### src/hdl/turboMap_cfg.svh
`ifndef TURBO_MAP_CFG_SVH
`define TURBO_MAP_CFG_SVH

// Host register map, 13-bit word addresses.
`define TURBO_CONTROL        13'd0
`define TURBO_INVERSE_MEAN   13'd1
`define TURBO_OUTPUT_CLK_DIV 13'd2
`define TURBO_DAC_SELECT     13'd3
`define TURBO_ASM_PARMS      13'd4

// Overflow flag position in the control register.
`define TURBO_OVERFLOW_BIT   16

// Output FIFO geometry.
`define FIFO_DEPTH           8
`define FIFO_PTR_W           3    // Log2 of depth.
`define FIFO_LEVEL_W         4    // Holds 0 to depth.

// Downstream credit pool.
`define CREDIT_INIT          4
`define CREDIT_W             3    // Holds 0 to CREDIT_INIT.

`endif
### src/hdl/turboPkg.sv
package turboPkg;

    // Decoder setting fields.
    typedef logic [2:0] codeRateT;
    typedef logic [2:0] codeLenT;

    // Output pacing divisor, in bus clocks.
    typedef logic [15:0] clkDivT;

    // DAC source select code.
    typedef logic [3:0] dacSelT;

    // Debug sources routed to the DACs.
    localparam dacSelT DAC_SRC_LAST_OUT = 4'd0;    // Last byte sent.
    localparam dacSelT DAC_SRC_LEVEL    = 4'd1;    // FIFO fill level.
    localparam dacSelT DAC_SRC_CREDITS  = 4'd2;    // Credit count.

endpackage

### src/hdl/turboCtrl.sv
`timescale 1ns/1ps

`include "turboMap_cfg.svh"

module turboCtrl (
    input  logic               busClk,
    input  logic               rstN,
    input  logic               cs,
    input  logic               wr0,
    input  logic               wr1,
    input  logic               wr2,
    input  logic               wr3,
    input  logic [12:0]        addr,
    input  logic [31:0]        dataIn,
    output logic [31:0]        dataOut,
    input  logic               decValid,
    input  logic [7:0]         decData,
    input  logic               creditReturn,
    output logic               outValid,
    output logic [7:0]         outData,
    output logic [7:0]         dac0,
    output logic [7:0]         dac1,
    output logic [7:0]         dac2,
    output turboPkg::codeRateT codeRate,
    output turboPkg::codeLenT  codeLength,
    output logic [3:0]         maxIterations,
    output logic [15:0]        inverseMeanMantissa,
    output logic [2:0]         inverseMeanExponent,
    output turboPkg::clkDivT   outputEnClkDiv,
    output logic [31:0]        asmParms
);

    import turboPkg::*;

    dacSelT                   dac0Select;
    dacSelT                   dac1Select;
    dacSelT                   dac2Select;
    logic                     overflow;
    logic                     pop;
    logic [7:0]               headData;
    logic                     notEmpty;
    logic [`FIFO_LEVEL_W-1:0] level;
    logic [`CREDIT_W-1:0]     credits;

    turboRegs u_regs (
        .busClk              (busClk),
        .rstN                (rstN),
        .cs                  (cs),
        .wr0                 (wr0),
        .wr1                 (wr1),
        .wr2                 (wr2),
        .wr3                 (wr3),
        .addr                (addr),
        .dataIn              (dataIn),
        .overflow            (overflow),
        .dataOut             (dataOut),
        .codeRate            (codeRate),
        .codeLength          (codeLength),
        .maxIterations       (maxIterations),
        .inverseMeanMantissa (inverseMeanMantissa),
        .inverseMeanExponent (inverseMeanExponent),
        .outputEnClkDiv      (outputEnClkDiv),
        .dac0Select          (dac0Select),
        .dac1Select          (dac1Select),
        .dac2Select          (dac2Select),
        .asmParms            (asmParms)
    );

    outputFifo u_fifo (
        .busClk    (busClk),
        .rstN      (rstN),
        .pushValid (decValid),
        .pushData  (decData),
        .pop       (pop),
        .headData  (headData),
        .notEmpty  (notEmpty),
        .level     (level),
        .overflow  (overflow)
    );

    outputPacer u_pacer (
        .busClk         (busClk),
        .rstN           (rstN),
        .outputEnClkDiv (outputEnClkDiv),
        .notEmpty       (notEmpty),
        .headData       (headData),
        .creditReturn   (creditReturn),
        .pop            (pop),
        .outValid       (outValid),
        .outData        (outData),
        .credits        (credits)
    );

    dacSelect u_dac (
        .busClk     (busClk),
        .rstN       (rstN),
        .dac0Select (dac0Select),
        .dac1Select (dac1Select),
        .dac2Select (dac2Select),
        .lastValid  (outValid),
        .lastOut    (outData),
        .level      (level),
        .credits    (credits),
        .dac0       (dac0),
        .dac1       (dac1),
        .dac2       (dac2)
    );

endmodule

### src/hdl/dacSelect.sv
`timescale 1ns/1ps

`include "turboMap_cfg.svh"

module dacSelect (
    input  logic                     busClk,
    input  logic                     rstN,
    input  turboPkg::dacSelT         dac0Select,
    input  turboPkg::dacSelT         dac1Select,
    input  turboPkg::dacSelT         dac2Select,
    input  logic                     lastValid,
    input  logic [7:0]               lastOut,
    input  logic [`FIFO_LEVEL_W-1:0] level,
    input  logic [`CREDIT_W-1:0]     credits,
    output logic [7:0]               dac0,
    output logic [7:0]               dac1,
    output logic [7:0]               dac2
);

    import turboPkg::*;

    logic [7:0] lastByte;

    function automatic logic [7:0] pickSource(dacSelT sel);
        logic [7:0] value;
        case (sel)
            DAC_SRC_LAST_OUT: value = lastByte;
            DAC_SRC_LEVEL:    value = 8'(level);
            DAC_SRC_CREDITS:  value = 8'(credits);
            default:          value = 8'h00;
        endcase
        return value;
    endfunction

    always_ff @(posedge busClk) begin
        if (!rstN) begin
            lastByte <= '0;
            dac0     <= '0;
            dac1     <= '0;
            dac2     <= '0;
        end else begin
            if (lastValid) begin
                lastByte <= lastOut;    // Byte taken downstream.
            end
            dac0 <= pickSource(dac0Select);
            dac1 <= pickSource(dac1Select);
            dac2 <= pickSource(dac2Select);
        end
    end

endmodule

### src/hdl/outputPacer.sv
`timescale 1ns/1ps

`include "turboMap_cfg.svh"

module outputPacer (
    input  logic                 busClk,
    input  logic                 rstN,
    input  turboPkg::clkDivT     outputEnClkDiv,
    input  logic                 notEmpty,
    input  logic [7:0]           headData,
    input  logic                 creditReturn,
    output logic                 pop,
    output logic                 outValid,
    output logic [7:0]           outData,
    output logic [`CREDIT_W-1:0] credits
);

    import turboPkg::*;

    clkDivT divCnt;
    logic   divReady;
    logic   haveCredit;
    logic   send;

    assign divReady   = (divCnt == '0);
    assign haveCredit = (credits != '0);
    assign send       = notEmpty && haveCredit && divReady;

    assign pop      = send;       // Head leaves on the send edge.
    assign outValid = send;
    assign outData  = headData;

    // Reload on send, count down to zero.
    always_ff @(posedge busClk) begin
        if (!rstN) begin
            divCnt <= '0;
        end else if (send) begin
            divCnt <= outputEnClkDiv;
        end else if (!divReady) begin
            divCnt <= divCnt - 1'b1;
        end
    end

    always_ff @(posedge busClk) begin
        if (!rstN) begin
            credits <= `CREDIT_W'(`CREDIT_INIT);
        end else begin
            case ({send, creditReturn})
                2'b10:   credits <= credits - 1'b1;
                2'b01:   credits <= credits + 1'b1;
                default: credits <= credits;    // Both or neither.
            endcase
        end
    end

endmodule

### src/hdl/outputFifo.sv
`timescale 1ns/1ps

`include "turboMap_cfg.svh"

module outputFifo (
    input  logic                     busClk,
    input  logic                     rstN,
    input  logic                     pushValid,
    input  logic [7:0]               pushData,
    input  logic                     pop,
    output logic [7:0]               headData,
    output logic                     notEmpty,
    output logic [`FIFO_LEVEL_W-1:0] level,
    output logic                     overflow
);

    logic [7:0]             mem [0:`FIFO_DEPTH-1];
    logic [`FIFO_PTR_W-1:0] wrPtr;
    logic [`FIFO_PTR_W-1:0] rdPtr;
    logic                   full;
    logic                   doPush;
    logic                   doPop;

    assign full     = (level == `FIFO_LEVEL_W'(`FIFO_DEPTH));
    assign notEmpty = (level != '0);
    assign doPush   = pushValid && !full;
    assign doPop    = pop && notEmpty;
    assign overflow = pushValid && full;    // Byte dropped this cycle.
    assign headData = mem[rdPtr];

    always_ff @(posedge busClk) begin
        if (doPush) begin
            mem[wrPtr] <= pushData;
        end
    end

    always_ff @(posedge busClk) begin
        if (!rstN) begin
            wrPtr <= '0;
            rdPtr <= '0;
            level <= '0;
        end else begin
            if (doPush) begin
                wrPtr <= wrPtr + 1'b1;    // Wraps at depth.
            end
            if (doPop) begin
                rdPtr <= rdPtr + 1'b1;
            end
            case ({doPush, doPop})
                2'b10:   level <= level + 1'b1;
                2'b01:   level <= level - 1'b1;
                default: level <= level;
            endcase
        end
    end

endmodule

### src/hdl/turboRegs.sv
`timescale 1ns/1ps

`include "turboMap_cfg.svh"

module turboRegs (
    input  logic              busClk,
    input  logic              rstN,
    input  logic              cs,
    input  logic              wr0,
    input  logic              wr1,
    input  logic              wr2,
    input  logic              wr3,
    input  logic [12:0]       addr,
    input  logic [31:0]       dataIn,
    input  logic              overflow,
    output logic [31:0]       dataOut,
    output turboPkg::codeRateT codeRate,
    output turboPkg::codeLenT codeLength,
    output logic [3:0]        maxIterations,
    output logic [15:0]       inverseMeanMantissa,
    output logic [2:0]        inverseMeanExponent,
    output turboPkg::clkDivT  outputEnClkDiv,
    output turboPkg::dacSelT  dac0Select,
    output turboPkg::dacSelT  dac1Select,
    output turboPkg::dacSelT  dac2Select,
    output logic [31:0]       asmParms
);

    logic overflowFlag;
    logic overflowClear;

    assign overflowClear = cs && wr2 && (addr == `TURBO_CONTROL) &&
                           dataIn[`TURBO_OVERFLOW_BIT];

    // Byte lane 0.
    always_ff @(posedge busClk) begin
        if (!rstN) begin
            codeRate                 <= '0;
            codeLength               <= '0;
            inverseMeanMantissa[7:0] <= '0;
            outputEnClkDiv[7:0]      <= '0;
            dac0Select               <= '0;
            asmParms[7:0]            <= '0;
        end else if (cs && wr0) begin
            case (addr)
                `TURBO_CONTROL: begin
                    codeRate   <= dataIn[2:0];
                    codeLength <= dataIn[6:4];
                end
                `TURBO_INVERSE_MEAN:   inverseMeanMantissa[7:0] <= dataIn[7:0];
                `TURBO_OUTPUT_CLK_DIV: outputEnClkDiv[7:0]      <= dataIn[7:0];
                `TURBO_DAC_SELECT:     dac0Select               <= dataIn[3:0];
                `TURBO_ASM_PARMS:      asmParms[7:0]            <= dataIn[7:0];
                default: ;
            endcase
        end
    end

    // Byte lane 1.
    always_ff @(posedge busClk) begin
        if (!rstN) begin
            maxIterations             <= '0;
            inverseMeanMantissa[15:8] <= '0;
            outputEnClkDiv[15:8]      <= '0;
            dac1Select                <= '0;
            asmParms[15:8]            <= '0;
        end else if (cs && wr1) begin
            case (addr)
                `TURBO_CONTROL:        maxIterations             <= dataIn[11:8];
                `TURBO_INVERSE_MEAN:   inverseMeanMantissa[15:8] <= dataIn[15:8];
                `TURBO_OUTPUT_CLK_DIV: outputEnClkDiv[15:8]      <= dataIn[15:8];
                `TURBO_DAC_SELECT:     dac1Select                <= dataIn[11:8];
                `TURBO_ASM_PARMS:      asmParms[15:8]            <= dataIn[15:8];
                default: ;
            endcase
        end
    end

    // Byte lane 2.
    always_ff @(posedge busClk) begin
        if (!rstN) begin
            inverseMeanExponent <= '0;
            dac2Select          <= '0;
            asmParms[23:16]     <= '0;
        end else if (cs && wr2) begin
            case (addr)
                `TURBO_INVERSE_MEAN: inverseMeanExponent <= dataIn[18:16];
                `TURBO_DAC_SELECT:   dac2Select          <= dataIn[19:16];
                `TURBO_ASM_PARMS:    asmParms[23:16]     <= dataIn[23:16];
                default: ;
            endcase
        end
    end

    // Byte lane 3.
    always_ff @(posedge busClk) begin
        if (!rstN) begin
            asmParms[31:24] <= '0;
        end else if (cs && wr3 && (addr == `TURBO_ASM_PARMS)) begin
            asmParms[31:24] <= dataIn[31:24];
        end
    end

    // Sticky overflow, set beats clear.
    always_ff @(posedge busClk) begin
        if (!rstN) begin
            overflowFlag <= 1'b0;
        end else if (overflow) begin
            overflowFlag <= 1'b1;
        end else if (overflowClear) begin
            overflowFlag <= 1'b0;
        end
    end

    always_comb begin
        dataOut = '0;
        if (cs) begin
            case (addr)
                `TURBO_CONTROL:        dataOut = {15'b0, overflowFlag,
                                                  4'b0, maxIterations,
                                                  1'b0, codeLength, 1'b0, codeRate};
                `TURBO_INVERSE_MEAN:   dataOut = {13'b0, inverseMeanExponent,
                                                  inverseMeanMantissa};
                `TURBO_OUTPUT_CLK_DIV: dataOut = {16'b0, outputEnClkDiv};
                `TURBO_DAC_SELECT:     dataOut = {8'b0,
                                                  4'b0, dac2Select,
                                                  4'b0, dac1Select,
                                                  4'b0, dac0Select};
                `TURBO_ASM_PARMS:      dataOut = asmParms;
                default:               dataOut = '0;    // Unmapped.
            endcase
        end
    end

endmodule

### config.mk
export PLATFORM = sky130hd
export DESIGN_NAME = turboCtrl
export DESIGN_NICKNAME = d
export VERILOG_FILES = /design/src/hdl/turboPkg.sv /design/src/hdl/turboCtrl.sv /design/src/hdl/dacSelect.sv /design/src/hdl/outputPacer.sv /design/src/hdl/outputFifo.sv /design/src/hdl/turboRegs.sv
export VERILOG_INCLUDE_DIRS = /design/src /design/src/hdl
export SDC_FILE = /design/constraint.sdc
export NUM_CORES = 1
export LEC_CHECK = 0
export BUFFER_PORTS_ARGS = -buffer_cell sky130_fd_sc_hd__buf_2
export CORE_MARGIN = 3
export CORE_UTILIZATION = 45
export CTS_BUF_LIST = sky130_fd_sc_hd__clkbuf_4 sky130_fd_sc_hd__clkbuf_8
export DETAILED_ROUTE_END_ITERATION = 10
export PLACE_DENSITY = 0.79
export SLEW_MARGIN = 30
export SYNTH_ARGS = -nofsm -noshare
export SYNTH_HDL_FRONTEND = slang
export SYNTH_HIERARCHICAL = 1
export SYNTH_SLANG_ARGS = --single-unit
export TNS_END_PERCENT = 5
### constraint.sdc
create_clock -name busClk -period 4.74 [get_ports busClk]
set_clock_uncertainty 0.2 [all_clocks]
set_input_delay 1.422 -clock busClk [delete_from_list [all_inputs] [get_ports busClk]]
set_output_delay 1.422 -clock busClk [all_outputs]
set_load 0.02 [all_outputs]
==> impl_results.html <==
<table>
<tr><th>Metric</th><th>Value</th></tr>
<tr><th colspan="2">Status</th></tr>
<tr><td>Result of the run</td><td>finished clean</td></tr>
<tr><th colspan="2">Drt</th></tr>
<tr><td>Vias per std cell</td><td>between 5 and 6</td></tr>
<tr><td>Total Routed Length</td><td>26300 µm</td></tr>
<tr><td>Number of nets still failing antenna checks after routing</td><td>0</td></tr>
<tr><td>1st-iter DRT viols</td><td>737</td></tr>
<tr><td>Length of the first detailed-routing pass in iterations</td><td>6</td></tr>
<tr><td>Number of DRC violations after detailed routing</td><td>0</td></tr>
<tr><td>Routed length per placed instance</td><td>18.9 µm</td></tr>
<tr><td>Vias</td><td>between 7000 and 8000</td></tr>
<tr><th colspan="2">Final layout</th></tr>
<tr><td>Final Instance Area</td><td>0.0115 mm²</td></tr>
<tr><td>Fill count</td><td>1719</td></tr>
<tr><td>Most frequent standard cell in the layout excluding fill and tap cells</td><td>sky130_fd_sc_hd__buf_2</td></tr>
<tr><td>Top library cells by usage in the layout, fill and taps aside</td><td>202 x sky130_fd_sc_hd__buf_2, 154 x sky130_fd_sc_hd__dfxtp_1, 89 x sky130_fd_sc_hd__nand3_1, 81 x sky130_fd_sc_hd__o21ai_0, 64 x sky130_fd_sc_hd__edfxtp_1</td></tr>
<tr><td># nets final</td><td>1162</td></tr>
<tr><td>Area delta synth-&gt;final</td><td>20.8%</td></tr>
<tr><td>Share of cells above drive strength 1</td><td>28.4%</td></tr>
<tr><td>Post-Layout Cell Count</td><td>roughly 1400</td></tr>
<tr><th colspan="2">Worst setup path</th></tr>
<tr><td>Category of the critical setup timing path</td><td>in2out</td></tr>
<tr><td>Worst-case reg-to-reg path depth</td><td>16</td></tr>
<tr><td>Crit. End Element</td><td>primary output</td></tr>
<tr><td>Critical Path RT</td><td>3.12 ns</td></tr>
<tr><td>Internal reg-to-reg setup slack</td><td>just over 0.7 ns</td></tr>
<tr><td>Peak fanout along the critical path</td><td>4</td></tr>
<tr><td>Type of element launching the critical path</td><td>primary input</td></tr>
<tr><td>Critical R2R Capture</td><td>u_fifo/level[2]</td></tr>
<tr><td>Reg-to-Reg Start</td><td>u_pacer/divCnt[0]</td></tr>
<tr><td>Critical path arrival</td><td>3.04 ns</td></tr>
<tr><th colspan="2">Synth</th></tr>
<tr><td>Netlist area before placement</td><td>roughly 0.0095 mm²</td></tr>
<tr><td>Commonest register cell after synthesis</td><td>sky130_fd_sc_hd__dfxtp_1</td></tr>
<tr><td>Synth Net Count</td><td>966</td></tr>
<tr><td>Yosys warning count</td><td>6</td></tr>
<tr><td>Mean Syn Cell Area</td><td>between 10 and 15 µm²</td></tr>
<tr><td>Post-synth cell types</td><td>70</td></tr>
<tr><td>Post-synthesis async set-or-reset flop share</td><td>0%</td></tr>
<tr><td>Number of enable flip-flop cells after synthesis</td><td>64</td></tr>
<tr><td>Post-Syn Instances</td><td>895</td></tr>
<tr><td>Portion of the post-synthesis area used by sequential elements</td><td>between 50% and 60%</td></tr>
<tr><td>Synth Register Bits</td><td>around 220</td></tr>
<tr><th colspan="2">Clocking</th></tr>
<tr><td>Number of sinks on the clock net</td><td>218</td></tr>
<tr><td>PostCTS Resize Cnt</td><td>0</td></tr>
<tr><td>H-Tree Depth</td><td>2</td></tr>
<tr><td>Clock-pin slew on the worst setup and hold paths</td><td>0.06 ns</td></tr>
<tr><td>CTS tree</td><td>built</td></tr>
<tr><td>Bufs on Longest Clock Path</td><td>3</td></tr>
<tr><td>Total of hold buffers inserted after clock tree synthesis</td><td>0</td></tr>
<tr><td>Number of buffers created by CTS</td><td>38</td></tr>
<tr><td>Clk_lat worst skew</td><td>0.53 ns</td></tr>
<tr><td>Clock Root Buffer</td><td>sky130_fd_sc_hd__clkbuf_8</td></tr>
<tr><td>Setup Fix Bufs, Post-CTS</td><td>0</td></tr>
<tr><th colspan="2">Place</th></tr>
<tr><td>HPWL Detailed</td><td>18900 µm</td></tr>
<tr><td>Port buffer count</td><td>203</td></tr>
<tr><td>Area after detailed placement</td><td>roughly 0.011 mm²</td></tr>
<tr><td>Placed Cells</td><td>1321</td></tr>
<tr><td>Routability congestion estimate from global placement</td><td>about 0.9</td></tr>
<tr><td>Post-Place Worst Slack</td><td>0.106 ns</td></tr>
<tr><th colspan="2">GRT</th></tr>
<tr><td>Vias in the first global route</td><td>7489</td></tr>
<tr><td>Overall fraction of global-route tracks in use</td><td>22.4%</td></tr>
<tr><td>GR peak layer</td><td>met2</td></tr>
<tr><td>Met1 track demand over resource</td><td>29.6%</td></tr>
<tr><td>Overflow after GRT</td><td>0</td></tr>
<tr><td>Antenna violations before repair</td><td>2</td></tr>
<tr><td>Global-route wire length before repair</td><td>40500 µm</td></tr>
<tr><td>Maximum number of pins on one net before global-route repair</td><td>151</td></tr>
<tr><td>Met3 layer usage reported by global route</td><td>4.88%</td></tr>
<tr><td>GR Util met2</td><td>around 37%</td></tr>
<tr><th colspan="2">Floorplan</th></tr>
<tr><td>Starting density of the core</td><td>46.5%</td></tr>
<tr><td>FP Rows</td><td>52</td></tr>
<tr><td>Die span in y</td><td>~150 µm</td></tr>
<tr><td>Die span in x</td><td>152 µm</td></tr>
<tr><td>Full die area</td><td>0.0230 mm²</td></tr>
<tr><td>Core outline area</td><td>0.0205 mm²</td></tr>
<tr><td>Number of I/O pins</td><td>204</td></tr>
<tr><th colspan="2">Pwr</th></tr>
<tr><td>Areal power density over the cells</td><td>404 mW/mm²</td></tr>
<tr><td>IR Drop Worst-Case VDD</td><td>0.000229 V</td></tr>
<tr><td>Leakage</td><td>4.78 nW</td></tr>
<tr><th colspan="2">Timing</th></tr>
<tr><td>Setup repair after global routing missed its margin</td><td>no</td></tr>
<tr><td>Slew Viols, Final</td><td>0</td></tr>
<tr><td>Post-layout worst setup margin</td><td>0.0800 ns</td></tr>
<tr><td>Relative slew margins</td><td>39.8%</td></tr>
<tr><td>Final hold slack</td><td>between 0.2 and 0.3 ns</td></tr>
<tr><td>Setup-failing EPs final</td><td>0</td></tr>
<tr><td>Setup TNS</td><td>0 ns</td></tr>
<tr><td>FMAX</td><td>around 210 MHz</td></tr>
<tr><td>Minimum clock period after layout</td><td>4.66 ns</td></tr>
<tr><td>Final critical-path share of the clock period</td><td>98.3%</td></tr>
<tr><td>Slew at the pin with the worst max-slew slack</td><td>about 0.90 ns</td></tr>
<tr><td>Hold Violations, Final</td><td>0</td></tr>
<tr><th colspan="2">Hold path</th></tr>
<tr><td>Cell depth of the worst min-delay path</td><td>2</td></tr>
<tr><td>Class of the worst hold path</td><td>reg2reg</td></tr>
<tr><td>Startpoint of the lowest-slack hold path</td><td>u_regs/asmParms[21]</td></tr>
<tr><td>Min-Delay Endpoint</td><td>u_regs/asmParms[21]</td></tr>
<tr><th colspan="2">Run</th></tr>
<tr><td>Max capacitance violation total</td><td>0</td></tr>
</table>
-- layer usage --
| layer | vias up | share of wire, % |
|---|---|---|
| met4 | 2 | 2.2 |
| li1 | 3736 | - |
| met1 | 3705 | 42 |
| met5 | - | 0.049 |
| met3 | 54 | 7.9 |
| met2 | 332 | 48 |
-- kinds of logic (layout without fill, tap and decap cells) --
group	after synthesis	after routing	synth area share [%]
adder cells (fa/ha/maj)	9	9	1.26
AO/OA/AOI/OAI	165	165	10.6
multiplexers	78	78	11.0
XOR/XNOR	11	11	1.01
buffers and inverters	70	296	3.61
AND/OR/NAND/NOR	344	344	19.9
other	0	1	0
flip-flops	218	218	52.5
-- flip-flops by register name, indices dropped and copies added, names as in the netlist, 8 cells and up, named ones only --
| name | flops |
|---|---|
| u_pacer/divCnt | 16 |
| u_regs/outputEnClkDiv | 16 |
| u_dac/lastByte | 8 |
| u_regs/inverseMeanMantissa | 16 |
| u_fifo/mem | 64 |
| u_regs/asmParms | 32 |
| u_dac/dac0 | 8 |
| u_dac/dac2 | 8 |
| u_dac/dac1 | 8 |
-- critical path, cell delays in order --
cell and delay, ns:
sky130_fd_sc_hd__buf_2 0.11, sky130_fd_sc_hd__nor4_4 0.28, sky130_fd_sc_hd__nand2_1 0.15, sky130_fd_sc_hd__or4b_4 0.58, sky130_fd_sc_hd__buf_4 0.18, sky130_fd_sc_hd__nor2_1 0.13
sky130_fd_sc_hd__buf_2 0.18
-- report_power, final --
part	switching, mW	internal (mW)	total [mW]
clock network	0.748	0.996	1.74
registers	0.121	2.02	2.14
logic	0.454	0.311	0.765
total	1.32	3.33	4.65
-- final cells by class --
type	count	area [µm²]	area share [%]
Sequential cell	218	5000	43.5
Multi-Input combinational cell	607	4190	36.4
Timing Repair Buffer	218	1160	10.0
Clock buffer	56	689	5.99
Tap cell	270	338	2.93
Clock inverter	14	101	0.880
Inverter	8	30.0	0.261
Antenna cell	1	2.50	0.0217
-- Yosys cell counts, types with 11 or more instances --
master                     count  area, µm²
sky130_fd_sc_hd__o21ai_0      81        405
sky130_fd_sc_hd__dfxtp_1     154       3080
sky130_fd_sc_hd__mux4_1       15        394
sky130_fd_sc_hd__mux2_2       12        135
sky130_fd_sc_hd__a222oi_1     11        110
sky130_fd_sc_hd__edfxtp_1     64       1920
sky130_fd_sc_hd__mux2i_1      50        500
sky130_fd_sc_hd__nor2b_1      28        175
sky130_fd_sc_hd__nand4_1      17        106
sky130_fd_sc_hd__clkbuf_1     34        128
sky130_fd_sc_hd__nor2_1       61        229
sky130_fd_sc_hd__a21oi_1      20        100
sky130_fd_sc_hd__nand3_1      89        445
sky130_fd_sc_hd__and2_1       19        119
sky130_fd_sc_hd__nand2_1      62        233
-- worst max path at each step --
stage,to,start,cells after the start,slack [ns]
after floorplan,dataOut[3],addr[6],5,0.21
after global placement,dataOut[9],addr[6],7,0.11
after detailed placement,dataOut[19],addr[6],7,0.11
after CTS,dataOut[19],addr[6],7,0.10
after global routing,dataOut[0],addr[6],7,0.02
final,dataOut[19],addr[6],7,0.08
-- per-stage QoR --
| step | total power [mW] | util, % |
|---|---|---|
| 6_report | 4.65 | 56.2 |
| 5_1_grt | 4.87 | 56.2 |
| 4_1_cts | 4.68 | 56.2 |
| 3_5_place_dp | 2.92 | 52.3 |
| 3_3_place_gp | 2.90 | 52.3 |
| 2_1_floorplan | 2.74 | - |
Note: power is estimated with default switching activity, not from simulation.
